### config.mk
export PLATFORM = sky130hd
export DESIGN_NAME = lsu_load_path_flat
export DESIGN_NICKNAME = d
export VERILOG_FILES = /design/src/common/lsu_pkg.sv /design/src/common/mem_bus_if.sv /design/src/lsu/lsu_load_path.sv /design/src/flat_wrapper.sv
export SDC_FILE = /design/constraint.sdc
export NUM_CORES = 1
export LEC_CHECK = 0
export BUFFER_PORTS_ARGS = -buffer_cell sky130_fd_sc_hd__buf_2
export CAP_MARGIN = 20
export CORE_MARGIN = 2
export CORE_UTILIZATION = 45
export DETAILED_ROUTE_END_ITERATION = 8
export GPL_ROUTABILITY_DRIVEN = 1
export HOLD_SLACK_MARGIN = 0.15
export PLACE_DENSITY = 0.72
export SYNTH_ARGS = -nofsm -noshare
export SYNTH_HDL_FRONTEND = slang
export SYNTH_SLANG_ARGS = --single-unit
### constraint.sdc
create_clock -name i_clk -period 3.5 [get_ports i_clk]
set_clock_uncertainty 0.05 [all_clocks]
set_input_delay 0.525 -clock i_clk [delete_from_list [all_inputs] [get_ports i_clk]]
set_output_delay 0.525 -clock i_clk [all_outputs]
set_load 0.02 [all_outputs]
### src/common/lsu_pkg.sv
// load/store operation codes, ram sizing constants, width types and lane helpers
package lsu_pkg;

  // ram geometry, one 64-bit word per entry
  localparam int MEM_WORDS   = 256;
  localparam int WORD_IDX_W  = $clog2(MEM_WORDS);
  localparam int DWORD_BYTES = 8;
  // byte offset width inside a word
  localparam int OFS_W       = $clog2(DWORD_BYTES);

  typedef logic [63:0]              dword_t;
  typedef logic [63:0]              addr_t;
  typedef logic [DWORD_BYTES-1:0]   byte_mask_t;
  typedef logic [OFS_W-1:0]         lane_ofs_t;
  typedef logic [WORD_IDX_W-1:0]    word_idx_t;

  // bit 0 clear means sign extension on loads
  // bits 2:1 encode the access size as log2 of the byte count
  typedef enum logic [2:0] {
    OP_BYTE_S = 3'b000,
    OP_BYTE_U = 3'b001,
    OP_HALF_S = 3'b010,
    OP_HALF_U = 3'b011,
    OP_WORD_S = 3'b100,
    OP_WORD_U = 3'b101,
    OP_DOUBLE = 3'b110,
    OP_NONE   = 3'b111
  } mem_op_e;

  // log2 of the access size in bytes
  // code 111 reports a double, it never reaches the ram anyway
  function automatic logic [1:0] op_size_log2(mem_op_e op);
    return op[2:1];
  endfunction

  // clear the offset bits below the access size
  function automatic lane_ofs_t align_ofs(lane_ofs_t ofs, logic [1:0] size_log2);
    lane_ofs_t keep;
    keep = lane_ofs_t'(3'b111 << size_log2);
    return ofs & keep;
  endfunction

endpackage

### src/common/mem_bus_if.sv
// memory bus interface between store path, data ram and load path, with modports
`timescale 1ns/1ps

interface mem_bus_if;
  import lsu_pkg::*;

  // ram word address, shared by reads and writes
  word_idx_t  ram_idx;
  // write data already moved into its byte lanes
  dword_t     ram_wdata;
  // one bit per byte lane to be written
  byte_mask_t ram_wmask;
  // single-cycle strobes, never high together
  logic       ram_wen;
  logic       ram_ren;
  // registered read word, valid the cycle after ram_ren
  dword_t     ram_rdata;

  // request side, driven combinationally from the core request
  modport store (
    output ram_idx,
    output ram_wdata,
    output ram_wmask,
    output ram_wen,
    output ram_ren
  );

  // storage array side
  modport ram (
    input  ram_idx,
    input  ram_wdata,
    input  ram_wmask,
    input  ram_wen,
    input  ram_ren,
    output ram_rdata
  );

  // load return side only sees the read word
  modport load (
    input  ram_rdata
  );

endinterface

### src/lsu/lsu_load_path.sv
// load path: pending load tracking, byte lane select and sign or zero extension
`timescale 1ns/1ps

module lsu_load_path (
  input  logic             i_clk,
  input  logic             i_rst,
  input  logic             i_req,
  input  logic             i_wr_en,
  input  lsu_pkg::mem_op_e i_mem_op,
  input  lsu_pkg::lane_ofs_t i_ofs,
  mem_bus_if.load          bus,
  output lsu_pkg::dword_t  o_rdata,
  output logic             o_rvalid
);
  import lsu_pkg::*;

  // a load was issued to the ram last cycle
  logic      pend_vld;
  // code and aligned offset of that load
  mem_op_e   pend_op;
  lane_ofs_t pend_ofs;
  // read word moved down so the wanted bytes sit in lane 0
  dword_t    lane_data;
  // extended result before the output register
  dword_t    ext_data;
  // load accepted this cycle
  logic      load_req;

  assign load_req = i_req && !i_wr_en && (i_mem_op != OP_NONE);

  // first stage, sampled together with the ram read strobe
  always_ff @(posedge i_clk) begin
    if (!i_rst) begin
      pend_vld <= 1'b0;
    end else begin
      pend_vld <= load_req;
    end
  end

  // payload only, loaded on an accepted load
  always_ff @(posedge i_clk) begin
    if (load_req) begin
      pend_op  <= i_mem_op;
      pend_ofs <= align_ofs(i_ofs, op_size_log2(i_mem_op));
    end
  end

  // ram word is valid this cycle, shift the addressed bytes down
  assign lane_data = bus.ram_rdata >> {pend_ofs, 3'b000};

  always_comb begin
    case (pend_op)
      OP_BYTE_S: ext_data = {{56{lane_data[7]}}, lane_data[7:0]};
      OP_BYTE_U: ext_data = {56'b0, lane_data[7:0]};
      OP_HALF_S: ext_data = {{48{lane_data[15]}}, lane_data[15:0]};
      OP_HALF_U: ext_data = {48'b0, lane_data[15:0]};
      OP_WORD_S: ext_data = {{32{lane_data[31]}}, lane_data[31:0]};
      OP_WORD_U: ext_data = {32'b0, lane_data[31:0]};
      // double, offset is always zero here
      default:   ext_data = lane_data;
    endcase
  end

  // second stage, valid strobe two edges after the request
  always_ff @(posedge i_clk) begin
    if (!i_rst) begin
      o_rvalid <= 1'b0;
    end else begin
      o_rvalid <= pend_vld;
    end
  end

  // result holds its value between loads
  always_ff @(posedge i_clk) begin
    if (pend_vld) begin
      o_rdata <= ext_data;
    end
  end

endmodule

### src/flat_wrapper.sv
// flat-port wrapper written by rule: the top's interface ports become plain ports
module lsu_load_path_flat import lsu_pkg::*;
  (i_clk, i_rst, i_req, i_wr_en, i_mem_op, i_ofs, o_rdata, o_rvalid, bus_ram_rdata);
  mem_bus_if bus_i ();
  input  logic i_clk;
  input  logic i_rst;
  input  logic i_req;
  input  logic i_wr_en;
  input  lsu_pkg::mem_op_e i_mem_op;
  input  lsu_pkg::lane_ofs_t i_ofs;
  output lsu_pkg::dword_t o_rdata;
  output logic o_rvalid;
  input wire logic [$bits(bus_i.ram_rdata)-1:0] bus_ram_rdata;
  assign bus_i.ram_rdata = bus_ram_rdata;
  lsu_load_path u_core (.i_clk(i_clk), .i_rst(i_rst), .i_req(i_req), .i_wr_en(i_wr_en), .i_mem_op(i_mem_op), .i_ofs(i_ofs), .bus(bus_i), .o_rdata(o_rdata), .o_rvalid(o_rvalid));
endmodule
==> summary.md <==
| Metric | Value |
|---|---|
| Final Hold Fails | `0` |
| Worst VDD drop | `~0.17 mV` |
| Fraction of the cycle the final worst path needs | `roughly four fifths` |
| Vias in the first global route | `3500` |
| CTS root buffer | `clkbuf_8` |
| Min-delay worst type | `in2reg` |
| RSZ-0062 raised after global routing | `no` |
| Via density | `approximately 6.0` |
| P&R area growth vs syn | `19.3%` |
| Row count | `36` |
| Lkg Pwr | `2.37 nW` |
| Initial antenna violation count | `0` |
| Max-Slew Margin vs Limit | `35.3%` |
| First-pass DRT Iterations | `5` |
| # nets final | `539` |
| Crit-path max FO | `18` |
| Power per cell area | `~410 nW/um2` |
| CTS Buffer Depth | `2` |
| PortBufs | `138` |
| DRT Wirelength | `around 12000 um` |
| Worst-Skew Late Latency | `0.35 ns` |
| Synth unique cells | `33` |
| # fillers | `882` |
| Multi-input logic area | `a little over 2000 um2` |
| Slowest cell on the critical path | `edfxtp_1` |
| Vias | `between 3000 and 4000` |
| Crit path kind | `reg2reg` |
| Die width | `approximately 100 um` |
| Outcome | `finished, final reports clean` |
| CTS Buf Count | `9` |
| Gpl congestion | `0.885` |
| Slew at the pin closest to its max-slew limit | `just under 1 ns` |
| Largest net degree at the start of global routing | `57` |
| Post-CTS Setup Bufs | `0` |
| Slew Limit Fails | `0` |
| Layout cells sized above 1 | `a little over two fifths` |
| Clock sink total | `just over 70` |
| I/O pin cnt | `roughly 140` |
| Post-CTS Resized | `0` |
| Final TNS setup | `0 ns` |
| Synth warn | `0` |
| Syn Area/Cell | `~13 um2` |
| Max Cap Violations | `0` |
| Min Tclk post-route | `~2.7 ns` |
| Critical Path RT | `approximately 3.6 ns` |
| Worst Path Arrival | `between 2 and 3 ns` |
| N_diodes | `0` |
| Antenna Violating Nets Remaining | `0` |
| Clock-pin slew on the worst setup and hold paths | `0.07 ns` |
| Starting DRT DRC Count | `roughly 330` |
| Remaining Overflow, GRT | `0` |
| Total power | `between 0.002 and 0.0025 W` |
| Max stage delay on crit path | `about 0.70 ns` |
| TritonCTS clock tree | `done` |
| Die ar. | `~11000 um2` |
| Final-report setup violation count | `0` |
| Synth Instances | `around 340` |
| Die height | `104 um` |
| Hpwl dp | `a little under 9000 um` |
| Worst path cell trace | `nor2b_1, and2_1, nand2b_1, o2111ai_1` |
| CTS Hold Bufs | `0` |
| Endpoint type of the worst setup path | `register` |
| Crit path buf inv count | `0` |
| Register Area | `between 2000 and 2500 um2` |
| FMAX | `365 MHz` |
| Clock H-tree levels | `3` |
| GRT Util Overall | `between 20% and 30%` |
| Synthesis-stage register bit count | `72` |
| CP top delay family | `simple AND/OR/NAND/NOR gates` |
| Sequential fraction of the synthesis area | `between 40% and 50%` |
| Global-route wire length before repair | `roughly 19000 um` |
| DRC viols | `0` |
| Synthesized area | `4480 um2` |
| Core area | `between 9000 and 10000 um2` |
| Startpoint Class | `register` |
| Synth Net Count | `around 420` |
| WL/cell | `20.5 um` |
| Initial core utilization | `between 40% and 50%` |
-- cells by family after synthesis --
logic type / share of synthesized area, %
AO/OA/AOI/OAI: 8.58
flip-flops: 47.8
multiplexers: 25.9
AND/OR/NAND/NOR: 11.5
buffers and inverters: 6.15
-- path summary, 6_finish.rpt --
kind	start	cells past startpoint	to	slack [ns]
setup / recovery	u_core.pend_ofs[2]$_DFFE_PP_	4	u_core.o_rdata[53]$_DFFE_PP_	0.76
hold / removal	i_mem_op[0]	1	u_core.pend_op[0]$_DFFE_PP_	0.32
setup reg to reg	u_core.pend_ofs[2]$_DFFE_PP_	4	u_core.o_rdata[53]$_DFFE_PP_	0.76
hold reg to reg	u_core.pend_vld$_SDFF_PN0_	0	u_core.o_rdata[45]$_DFFE_PP_	0.76
-- stage by stage --
step / worst slack, ns / cell area, um2 / utilization (%) / cells / hold WS [ns]
6_report: 0.764 / 5340 / 54.9 / 603 / 0.317
3_5_place_dp: 0.921 / 5140 / 52.8 / 587 / 0.677
3_3_place_gp: 1.07 / 5140 / 52.8 / 587 / 0.669
5_1_grt: 0.694 / 5340 / 54.9 / 603 / 0.301
4_1_cts: 0.896 / 5340 / 54.9 / 603 / 0.297
2_1_floorplan: 1.34 / 4480 / - / 344 / 0.574
-- sequential cells by signal, indices dropped and copies added, names as in the netlist --
signal           count
u_core.pend_ofs      3
u_core.pend_vld      1
u_core.o_rdata      64
u_core.o_rvalid      1
u_core.pend_op       3
-- placed cells by master, fill, tap and decap left out, drive strengths merged, types with 11 or more instances in the layout --
cell,synthesis,final
edfxtp,70,70
clkbuf,6,11
nand4,27,27
mux2i,46,46
buf,32,148
nand2,37,37
nand3,12,12
o2111ai,14,14
mux4,26,26
-- layout make-up --
| class | instances | share of cell area [%] |
|---|---|---|
| flip-flops and latches | 72 | 40.1 |
| well taps | 133 | 3.12 |
| clock inverters | 5 | 1.34 |
| inverters | 1 | 0.0703 |
| multi-input cells | 233 | 38.6 |
| repair buffers | 148 | 14.3 |
| clock buffers | 11 | 2.46 |
-- worst register-to-register path: cells and delay by family (launching register included) --
kind               cells  cell delay (ns)
DFF                    1             0.70
AOI/OAI and AO/OA      1             0.32
and+or+nand+nor        3             1.49
-- metal layers --
| layer | routed length [um] | GRT usage [%] |
|---|---|---|
| met5 | 0 | 0 |
| met2 | 5760 | 35.7 |
| met3 | 1270 | 6.17 |
| met4 | 271 | 7.24 |
| met1 | 5080 | 31.8 |
-- synth_stat cells --
cell type / instances / area share [%]
buf_2: 14 / 1.6
a21oi_1: 2 / 0.22
nand3_1: 12 / 1.3
nand2b_1: 4 / 0.56
a311oi_1: 1 / 0.20
inv_1: 1 / 0.084
nor2_1: 3 / 0.25
buf_4: 10 / 1.7
a32oi_1: 1 / 0.20
clkbuf_1: 5 / 0.42
buf_6: 6 / 1.5
nand4_1: 27 / 3.8
nor3_1: 1 / 0.11
and2_1: 4 / 0.56
nor2b_1: 7 / 0.98
mux4_2: 26 / 13
and3_1: 1 / 0.14
clkbuf_2: 1 / 0.11
o211ai_1: 6 / 1.0
buf_8: 1 / 0.34
nand2_1: 37 / 3.1
a22oi_1: 7 / 1.2
o2111ai_1: 14 / 2.7
buf_12: 1 / 0.45
o21ai_0: 10 / 1.1
nor4bb_1: 1 / 0.22
o2bb2ai_1: 9 / 1.8
edfxtp_1: 70 / 47
mux2_2: 10 / 2.5
dfxtp_1: 2 / 0.89
mux2i_1: 46 / 10
nor3b_1: 3 / 0.50
a21boi_0: 1 / 0.17
-- report_power, final --
group / internal, W / total [W] / switching (W)
clock network: 0.000395 / 0.000709 / 0.000314
logic: 0.000195 / 0.000437 / 0.000242
registers: 0.000996 / 0.00102 / 0.0000218
No activity file was read; power rests on OpenSTA's default activity.
