[config.mk]
export PLATFORM = sky130hd
export DESIGN_NAME = lsu_store_path_flat
export DESIGN_NICKNAME = d
export VERILOG_FILES = /design/src/common/lsu_pkg.sv /design/src/common/mem_bus_if.sv /design/src/lsu/lsu_store_path.sv /design/src/flat_wrapper.sv
export SDC_FILE = /design/constraint.sdc
export NUM_CORES = 1
export LEC_CHECK = 0
export BUFFER_PORTS_ARGS = -buffer_cell sky130_fd_sc_hd__buf_2
export CAP_MARGIN = 20
export CORE_ASPECT_RATIO = 0.5
export CORE_MARGIN = 2
export CORE_UTILIZATION = 26
export DETAILED_ROUTE_END_ITERATION = 7
export PLACE_DENSITY = 0.84
export REMOVE_ABC_BUFFERS = 1
export SLEW_MARGIN = 20
export SYNTH_ARGS = -nofsm -noshare
export SYNTH_HDL_FRONTEND = slang
export SYNTH_SLANG_ARGS = --single-unit
[constraint.sdc]
create_clock -name vclk -period 2.2
set_clock_uncertainty 0.05 [all_clocks]
set_input_delay 0.66 -clock vclk [all_inputs]
set_output_delay 0.66 -clock vclk [all_outputs]
set_load 0.005 [all_outputs]
[src/common/lsu_pkg.sv]
// load/store operation codes, ram sizing constants, width types and lane helpers
package lsu_pkg;

  // ram geometry, one 64-bit word per entry
  localparam int MEM_WORDS   = 256;
  localparam int WORD_IDX_W  = $clog2(MEM_WORDS);
  localparam int DWORD_BYTES = 8;
  // byte offset width inside a word
  localparam int OFS_W       = $clog2(DWORD_BYTES);

  typedef logic [63:0]              dword_t;
  typedef logic [63:0]              addr_t;
  typedef logic [DWORD_BYTES-1:0]   byte_mask_t;
  typedef logic [OFS_W-1:0]         lane_ofs_t;
  typedef logic [WORD_IDX_W-1:0]    word_idx_t;

  // bit 0 clear means sign extension on loads
  // bits 2:1 encode the access size as log2 of the byte count
  typedef enum logic [2:0] {
    OP_BYTE_S = 3'b000,
    OP_BYTE_U = 3'b001,
    OP_HALF_S = 3'b010,
    OP_HALF_U = 3'b011,
    OP_WORD_S = 3'b100,
    OP_WORD_U = 3'b101,
    OP_DOUBLE = 3'b110,
    OP_NONE   = 3'b111
  } mem_op_e;

  // log2 of the access size in bytes
  // code 111 reports a double, it never reaches the ram anyway
  function automatic logic [1:0] op_size_log2(mem_op_e op);
    return op[2:1];
  endfunction

  // clear the offset bits below the access size
  function automatic lane_ofs_t align_ofs(lane_ofs_t ofs, logic [1:0] size_log2);
    lane_ofs_t keep;
    keep = lane_ofs_t'(3'b111 << size_log2);
    return ofs & keep;
  endfunction

endpackage

[src/common/mem_bus_if.sv]
// memory bus interface between store path, data ram and load path, with modports
`timescale 1ns/1ps

interface mem_bus_if;
  import lsu_pkg::*;

  // ram word address, shared by reads and writes
  word_idx_t  ram_idx;
  // write data already moved into its byte lanes
  dword_t     ram_wdata;
  // one bit per byte lane to be written
  byte_mask_t ram_wmask;
  // single-cycle strobes, never high together
  logic       ram_wen;
  logic       ram_ren;
  // registered read word, valid the cycle after ram_ren
  dword_t     ram_rdata;

  // request side, driven combinationally from the core request
  modport store (
    output ram_idx,
    output ram_wdata,
    output ram_wmask,
    output ram_wen,
    output ram_ren
  );

  // storage array side
  modport ram (
    input  ram_idx,
    input  ram_wdata,
    input  ram_wmask,
    input  ram_wen,
    input  ram_ren,
    output ram_rdata
  );

  // load return side only sees the read word
  modport load (
    input  ram_rdata
  );

endinterface

[src/lsu/lsu_store_path.sv]
// store path: request decode into ram word index, byte write mask and lane-shifted data
`timescale 1ns/1ps

module lsu_store_path (
  input  logic            i_req,
  input  logic            i_wr_en,
  input  lsu_pkg::mem_op_e i_mem_op,
  input  lsu_pkg::addr_t  i_addr,
  input  lsu_pkg::dword_t i_wdata,
  mem_bus_if.store        bus
);
  import lsu_pkg::*;

  // access size as log2 of the byte count
  logic [1:0] size_log2;
  // byte offset after aligning down to the size
  lane_ofs_t  ofs_aligned;
  // mask and data sitting in lane 0 before the shift
  byte_mask_t base_mask;
  dword_t     base_data;
  // a real access this cycle, code 111 is dropped
  logic       access;

  always_comb begin
    size_log2   = op_size_log2(i_mem_op);
    ofs_aligned = align_ofs(i_addr[OFS_W-1:0], size_log2);
  end

  // low-order bytes of the store data, upper bytes zeroed
  always_comb begin
    case (size_log2)
      2'd0: begin
        base_mask = 8'b0000_0001;
        base_data = dword_t'(i_wdata[7:0]);
      end
      2'd1: begin
        base_mask = 8'b0000_0011;
        base_data = dword_t'(i_wdata[15:0]);
      end
      2'd2: begin
        base_mask = 8'b0000_1111;
        base_data = dword_t'(i_wdata[31:0]);
      end
      default: begin
        base_mask = 8'b1111_1111;
        base_data = i_wdata;
      end
    endcase
  end

  assign access = i_req && (i_mem_op != OP_NONE);

  // write or read strobe, one or the other
  assign bus.ram_wen = access && i_wr_en;
  assign bus.ram_ren = access && !i_wr_en;

  // move mask and data up to the addressed lane
  assign bus.ram_wmask = base_mask << ofs_aligned;
  assign bus.ram_wdata = base_data << {ofs_aligned, 3'b000};

  // word index from the bits above the offset
  // upper address bits are ignored so the index wraps
  assign bus.ram_idx = i_addr[OFS_W +: WORD_IDX_W];

endmodule

[src/flat_wrapper.sv]
// flat-port wrapper written by rule: the top's interface ports become plain ports
module lsu_store_path_flat import lsu_pkg::*;
  (i_req, i_wr_en, i_mem_op, i_addr, i_wdata, bus_ram_idx, bus_ram_wdata, bus_ram_wmask, bus_ram_wen, bus_ram_ren);
  mem_bus_if bus_i ();
  input  logic i_req;
  input  logic i_wr_en;
  input  lsu_pkg::mem_op_e i_mem_op;
  input  lsu_pkg::addr_t i_addr;
  input  lsu_pkg::dword_t i_wdata;
  output wire logic [$bits(bus_i.ram_idx)-1:0] bus_ram_idx;
  output wire logic [$bits(bus_i.ram_wdata)-1:0] bus_ram_wdata;
  output wire logic [$bits(bus_i.ram_wmask)-1:0] bus_ram_wmask;
  output wire logic [$bits(bus_i.ram_wen)-1:0] bus_ram_wen;
  output wire logic [$bits(bus_i.ram_ren)-1:0] bus_ram_ren;
  assign bus_ram_idx = bus_i.ram_idx;
  assign bus_ram_wdata = bus_i.ram_wdata;
  assign bus_ram_wmask = bus_i.ram_wmask;
  assign bus_ram_wen = bus_i.ram_wen;
  assign bus_ram_ren = bus_i.ram_ren;
  lsu_store_path u_core (.i_req(i_req), .i_wr_en(i_wr_en), .i_mem_op(i_mem_op), .i_addr(i_addr), .i_wdata(i_wdata), .bus(bus_i));
endmodule
==> results of run 1 <==
==> how the worst max path moves through the flow <==
stage                            from                end  depth (start not counted)
after floorplan           i_mem_op[2]  bus_ram_wdata[41]                          3
after global placement    i_mem_op[2]  bus_ram_wdata[41]                          6
after detailed placement  i_mem_op[2]  bus_ram_wdata[41]                          6
after CTS                 i_mem_op[1]  bus_ram_wdata[31]                          8
after global routing      i_mem_op[1]  bus_ram_wdata[59]                          8
final                     i_mem_op[1]  bus_ram_wdata[63]                          8
==> through the flow <==
step / std cells / util, % / setup TNS [ns] / instance area [sq um]
floorplan: 160 / - / -2.48 / 1060
global placement: 419 / 50.0 / -18.26 / 2270
detailed placement: 419 / 50.0 / -19.07 / 2270
CTS: 426 / 55.8 / -8.53 / 2530
global route: 433 / 61.8 / -12.28 / 2800
finish: 433 / 61.8 / -10.61 / 2800
==> final cells by class <==
type / count / area, sq um / area share, %
well taps: 66 / 82.6 / 2.95
repair buffers: 206 / 1400 / 49.9
inverters: 4 / 20.0 / 0.715
multi-input cells: 157 / 1300 / 46.4
==> logic make-up after synthesis <==
family	count (synthesis)
buffers and inverters	33
and+or+nand+nor	73
AOI/OAI and AO/OA	83
==> report_power, final <==
part	internal, mW	switching, mW
Sequential	0	0
Clock	0	0
Combinational	0.339	0.329
==> placed cells by master (no fill, tap or decap), types with 2 or more instances in the layout <==
cell / synthesis / final
nor2b_4: 1 / 2
nand3_1: 2 / 2
a32oi_1: 8 / 8
nor2_4: 2 / 2
buf_6: 5 / 17
buf_4: 10 / 37
a31oi_4: 0 / 5
inv_1: 3 / 2
nor2_1: 15 / 13
nor2_2: 9 / 11
nor3b_2: 0 / 7
buf_2: 10 / 141
a21oi_4: 0 / 3
or2_4: 0 / 2
buf_12: 0 / 9
o21a_1: 8 / 8
a21oi_2: 1 / 3
a31oi_1: 3 / 3
a22oi_1: 8 / 8
and3_1: 9 / 9
o22ai_1: 16 / 5
o22ai_2: 0 / 11
a221o_1: 8 / 8
nand2_1: 18 / 18
o21ai_1: 3 / 8
a32o_1: 8 / 8
==> routing by layer <==
metal  vias up  global-route usage [%]  routed length, um
li1       1088                       -                  -
met1      1154                    30.3               3180
met2       260                    46.2               4330
met3        71                    9.64               1280
met4         0                    13.6                505
met5         -                       0                  0
==> repair_timing <==
item | CTS | global route
pin swaps | 18 | 17
buffers inserted | 5 | 7
gates cloned | 2 | 0
endpoints found under the setup margin | 72 | 72
gates resized for setup | 44 | 45
hold buffers | 0 | 0
==> flow_metrics.tcl, run 1 <==
set metrics [dict create \
    status "finished, violations left" \
    hold_depth 0 \
    wl_mm 9.30 \
    start_kind "primary input" \
    seq_cell_count 0 \
    grt.total_usage_pct 27.1 \
    hpwlAfterDp_mm 5.89 \
    dieWidth_um 102 \
    cap_violations 0 \
    critical_path_class "primary input to output port" \
    finalSetupViolCount 64 \
    ys_top_cells_by_area "o22ai_1 (7.9%), a221o_1 (6.3%), a32o_1 (6.3%), buf_4 (6.0%), a32oi_1 (5.6%)" \
    die-area_sq_um 5460 \
    cp-end-kind "output port" \
    placementRows 17 \
    gr-total-overflow 0 \
    grt_pass1_wl_mm 11.3 \
    place.gp.congestion 0.888 \
    drc 0 \
    netlist_area_sq_um 1260 \
    holdPathEnd "bus_ram_idx[5]" \
    synthAdderAreaFrac_pct 0 \
    synth.most_common_cell "nand2_1" \
    core_area_sq_um 4530 \
    fillerInstances 343 \
    ios 215 \
    worstHoldStart "i_addr[8]" \
    critPathTopFamily "buffers and inverters" \
    fin_crit_sh_pct 114 \
    leakagePower_nw 1.43 \
    port_buffers 146 \
    cp.required_ns 1.49 \
    ys_seq_area_share_pct 0 \
    fmax_ghz 0.400 \
    start_util_pct 27.8 \
    hold_path.class "primary input to output port" \
    grt_max_degree 20 \
    crit_fanout 7 \
    holdWs_ns 1.27 \
    avgViaCountPerCell 5.94 \
    worst_path_max_delay_cell "a31oi_1" \
    synth_top_area_share_pct 7.94 \
    synth_area_leader_cell "o22ai_1" \
    finalWorstSetupSlack_ns -0.301 \
    synth_compound_area_share_pct 51.2 \
    antenna_found_initial 0 \
    nets 502 \
    grt_pass1_vias 2274 \
    finalMaxSlewViolations 0 \
    synth_cells 189 \
    area_growth_pct 122 \
    worst_pin_slew_ns 0.336 \
    drt-wirelength-per-cell_um 21.5 \
    drt-initial-drc-count 267 \
    nClkBuffers 0 \
    synth.distinct_cells 37 \
    vdd_drop_max_mv 0.0752 \
    violations "negative setup slack" \
    synth_mux_area_share_pct 0 \
    synth_xor_area_share_pct 0 \
    fp.dieH_um 53.3 \
    regArea_sq_um 0 \
    cpMostUsedCell "buf_12" \
    yosys.area_share.simple_pct 31.9 \
    post-place-ws_ns -0.420 \
    pwr_density_cell_nw_per_um2 239 \
    cpPeakStageDelay_ns 0.20 \
    p_total_uw 668 \
    drt_pass1_iterations 6 \
    synth_top_family_by_area "compound AO/OA/AOI/OAI gates" \
    synth.avg_cell_area_sq_um 6.67 \
    slew_headroom_pct 77.5 \
    drive_above_1_share_pct 71.1 \
    path_buf_inv 5 \
    min_period_ns 2.50 \
    hold_viol_final 0 \
    rsz0062_at_grt "yes" \
    yosysWarnings 0 \
    synth_common_cells "nand2_1 (18), o22ai_1 (16), nor2_1 (15), buf_2 (10), buf_4 (10)" \
    diodes 0 \
    worstPathCellList "buf_12 > buf_12 > buf_6 > o21a_1 > a31oi_1 > buf_4 > o22ai_2 > buf_2" \
    postRouteAntennaNets 0 \
    vias 2573 \
    critPathArrivalTime_ns 1.79 \
]
(Power assumes the default switching activity.)
==> inputs of run 2 (changes only) <==
--- a/config.mk
+++ b/config.mk
@@ -11,7 +11,7 @@
 export CORE_MARGIN = 2
 export CORE_UTILIZATION = 26
 export DETAILED_ROUTE_END_ITERATION = 7
-export PLACE_DENSITY = 0.84
+export PLACE_DENSITY = 0.8
 export REMOVE_ABC_BUFFERS = 1
 export SLEW_MARGIN = 20
 export SYNTH_ARGS = -nofsm -noshare
==> run 2 against run 1 <==
  * The run still ends with negative setup slack left
  * Critical endpoint is now bus_ram_wdata[12]
  * Largest power group unchanged
  * Sequential share of layout area unchanged
  * Global-route usage increased by 2.2 points
  * Via count increased by 3.4%
  * Clock-buffer cell count unchanged
  * Total power increased by 4.5%
  * Wire length increased by 10%
  * Final area increased by 3.1%
  * Critical path depth unchanged
==> flow_metrics.tcl, run 2 (synthesis results as in run 1) <==
set metrics [dict create \
    placed_area_sq_um 2270 \
    path_buf_inv 5 \
    nClkBuffers 0 \
    cpMostUsedCell "buf_12" \
    worstPathCellList "buf_12 > buf_12 > nor2_4 > buf_12 > a31oi_4 > buf_6 > nor2_2 > buf_2" \
    placedCellCount 413 \
    post-place-ws_ns -0.395 \
    nets 498 \
    drc 0 \
    cp-end-kind "output port" \
    holdWs_ns 1.27 \
    place.gp.congestion 0.877 \
    drt_pass1_iterations 8 \
    grt_pass1_wl_mm 12.1 \
    stdcell_count 429 \
    fmax_ghz 0.394 \
    placementRows 17 \
    vdd_drop_max_mv 0.114 \
    finalMaxSlewViolations 0 \
    postRouteAntennaNets 0 \
    seq_cell_count 0 \
    min_period_ns 2.54 \
    p_total_uw 698 \
    cpPeakStageDelay_ns 0.19 \
    worst_path_max_delay_cell "nor2_4" \
    hold_viol_final 0 \
    fp.dieH_um 53.3 \
    cp_num_cells 8 \
    finalSetupViolCount 71 \
    critPathTopFamily "buffers and inverters" \
    antenna_found_initial 0 \
    layout_commonest_cell "buf_2" \
    die-area_sq_um 5460 \
    worst_pin_slew_ns 0.346 \
    critical_path_class "primary input to output port" \
    violations "negative setup slack" \
    regArea_sq_um 0 \
    drive_above_1_share_pct 71.1 \
    setup_tns_ns -11.22 \
    finalWorstSetupSlack_ns -0.338 \
    grt.total_usage_pct 29.3 \
    post-route-cell-area_sq_um 2890 \
    final_cell_mix "buf_2 (142), buf_4 (27), nand2_1 (18)" \
    rsz0062_at_grt "yes" \
    cp.required_ns 1.49 \
    status "finished, violations left" \
    hold_buffers 0 \
    critPathArrivalTime_ns 1.83 \
    vias 2660 \
    fillerInstances 327 \
    slew_headroom_pct 76.9 \
    area_growth_pct 129 \
    start_util_pct 27.8 \
    hold_depth 0 \
    crit_fanout 6 \
    grt_pass1_vias 2159 \
    grt_max_degree 16 \
    drt-wirelength-per-cell_um 23.9 \
    core_area_sq_um 4530 \
    pwr_density_cell_nw_per_um2 242 \
    wl_mm 10.3 \
    drt-initial-drc-count 464 \
    start_kind "primary input" \
    diodes 0 \
    final_util_pct 63.7 \
    hpwlAfterDp_mm 5.77 \
    avgViaCountPerCell 6.20 \
    cap_violations 0 \
    leakagePower_nw 1.47 \
    fin_crit_sh_pct 115 \
    gr-total-overflow 0 \
    port_buffers 146 \
    hold_path.class "primary input to output port" \
    dieWidth_um 102 \
    ios 215 \
]
run 2: cell types whose count changed in the layout (fill, tap and decap cells not counted), sizes merged:
cell,delta
buf,-5
clkbuf,+1
nor2b,-1
or2,+1
run 2: layout make-up:
class	count	area, sq um	share of cell area [%]
timing repair buffer	202	1460	50.5
tap	66	82.6	2.86
multi-input combinational	157	1330	46.2
inverter	4	15.0	0.520
run 2: worst paths after layout:
kind                   startpoint  slack, ns           endpoint
worst min-delay path    i_addr[3]       1.27     bus_ram_idx[0]
worst max-delay path  i_mem_op[2]      -0.34  bus_ram_wdata[12]
run 2: what timing repair did:
action                                  CTS  global route
buffers inserted                          4             7
cloned                                    4             1
endpoints found under the setup margin   73            71
resized for setup                        65            26
pin swaps                                41            24
run 2: metal layers:
metal | up-vias | wire, um | share of wire (%) | global-route usage (%)
met5 | - | 0 | 0 | 0
met4 | 0 | 753 | 7.3 | 10.0
met3 | 92 | 1740 | 17 | 11.9
met2 | 299 | 4280 | 42 | 44.7
met1 | 1188 | 3500 | 34 | 37.3
li1 | 1081 | - | - | -
run 2: power by group:
part / switching, mW / internal, mW / total [mW]
registers: 0 / 0 / 0
clock network: 0 / 0 / 0
logic: 0.345 / 0.353 / 0.698
==> inputs of run 3 (changes only) <==
--- a/config.mk
+++ b/config.mk
@@ -13,6 +13,7 @@
 export DETAILED_ROUTE_END_ITERATION = 7
 export PLACE_DENSITY = 0.8
 export REMOVE_ABC_BUFFERS = 1
+export SETUP_SLACK_MARGIN = 0.2
 export SLEW_MARGIN = 20
 export SYNTH_ARGS = -nofsm -noshare
 export SYNTH_HDL_FRONTEND = slang
==> run 3 against run 2 <==
  * The run still ends with negative setup slack left
  * Core utilization increased by 0.17 points
  * Sequential cell count unchanged
  * Total power decreased by 0.10%
  * First-iteration DRC count decreased by 5.8%
  * Final area increased by 0.26%
  * Cell count increased by 0.23%
  * Global-route usage about the same
==> flow_metrics.tcl, run 3 (synthesis results as in run 1) <==
set metrics [dict create \
    status "finished, violations left" \
    violations "negative setup slack" \
    grt_pass1_wl_mm 12.1 \
    pwr_density_cell_nw_per_um2 241 \
    fin_crit_sh_pct 115 \
    multiInputGateArea_sq_um 1340 \
    rsz0062_at_grt "yes" \
    crit_fanout 6 \
    fp.dieH_um 53.3 \
    grt_pass1_vias 2162 \
    slew_headroom_pct 76.8 \
    placedCellCount 413 \
    post-route-cell-area_sq_um 2890 \
    regArea_sq_um 0 \
    final_cell_mix "buf_2 (142), buf_4 (27), nand2_1 (18)" \
    avgViaCountPerCell 6.28 \
    cp-end-kind "output port" \
    layout_commonest_cell "buf_2" \
    core_area_sq_um 4530 \
    seq_cell_count 0 \
    die-area_sq_um 5460 \
    vias 2701 \
    cap_violations 0 \
    leakagePower_nw 1.47 \
    hold_path.class "primary input to output port" \
    hpwlAfterDp_mm 5.77 \
    fillerInstances 331 \
    place.gp.congestion 0.877 \
    critical_path_class "primary input to output port" \
    worst_path_max_delay_cell "nor2_4" \
    start_util_pct 27.8 \
    setup_tns_ns -10.69 \
    worstPathCellList "buf_12 > buf_12 > nor2_4 > buf_12 > a31oi_4 > buf_6 > nor2_2 > buf_2" \
    fmax_ghz 0.396 \
    post-place-ws_ns -0.395 \
    start_kind "primary input" \
    finalMaxSlewViolations 0 \
    nClkBuffers 0 \
    gr-total-overflow 0 \
    drive_above_1_share_pct 71.3 \
    ios 215 \
    drc 0 \
    vdd_drop_max_mv 0.114 \
    finalWorstSetupSlack_ns -0.324 \
    cpPeakStageDelay_ns 0.19 \
    grt_max_degree 16 \
    drt_pass1_iterations 7 \
    wl_mm 10.2 \
    drt-wirelength-per-cell_um 23.7 \
    stdcell_count 430 \
    area_growth_pct 129 \
    drt-initial-drc-count 437 \
    postRouteAntennaNets 0 \
    cp.required_ns 1.49 \
    antenna_found_initial 0 \
    placed_area_sq_um 2270 \
    critPathArrivalTime_ns 1.81 \
    p_total_uw 697 \
    hold_buffers 0 \
    nets 498 \
    cpMostUsedCell "buf_12" \
    dieWidth_um 102 \
    min_period_ns 2.52 \
    worst_pin_slew_ns 0.346 \
    port_buffers 146 \
    grt.total_usage_pct 29.2 \
    placementRows 17 \
    hold_viol_final 0 \
    finalSetupViolCount 71 \
]
-- run 3: changes by cell type in the layout (fill, tap and decap cells not counted) --
cell,delta
diode_2,+1
nand3_1,-1
nand3_2,+1
-- run 3: worst max-delay path: cells and delay by family --
family	cells	cell delay [ns]
compound gates	1	0.11
buf+inv	5	0.71
simple gates	2	0.31
-- run 3: per-layer routing --
metal	part of all wire, %	global-route usage (%)	vias up	wire (um)
li1	-	-	1085	-
met1	34	37.2	1211	3450
met2	42	44.7	312	4290
met3	16	11.9	93	1680
met4	7.7	10.0	0	786
met5	0	0	-	0
-- run 3: per-stage QoR --
stage	util (%)	hold slack (ns)
detailed placement	50.2	1.27
CTS	59.0	1.27
finish	63.9	1.27
floorplan	-	1.27
global placement	50.2	1.27
global route	63.8	1.27
-- run 3: cell type report --
type	instances	area share, %
Timing Repair Buffer	202	50.3
Multi-Input combinational cell	157	46.2
Tap cell	66	2.85
Inverter	4	0.519
Antenna cell	1	0.0865
-- run 3: report_power, final --
group | internal, mW | switching, mW
registers | 0 | 0
clock network | 0.0000000609 | 0
logic | 0.353 | 0.344
total | 0.353 | 0.344
-- run 3: worst paths after layout --
check                    from           endpoint  slack, ns  depth (start not counted)
setup / recovery  i_mem_op[2]  bus_ram_wdata[12]      -0.32                          8
hold / removal      i_addr[3]     bus_ram_idx[0]       1.27                          0
-- run 3: what timing repair did --
item / 4_1_cts / 5_1_grt
endpoints found under the setup margin: 74 / 74
resized for setup: 65 / 27
pin swaps: 41 / 24
setup buffers: 4 / 7
cloned: 4 / 1
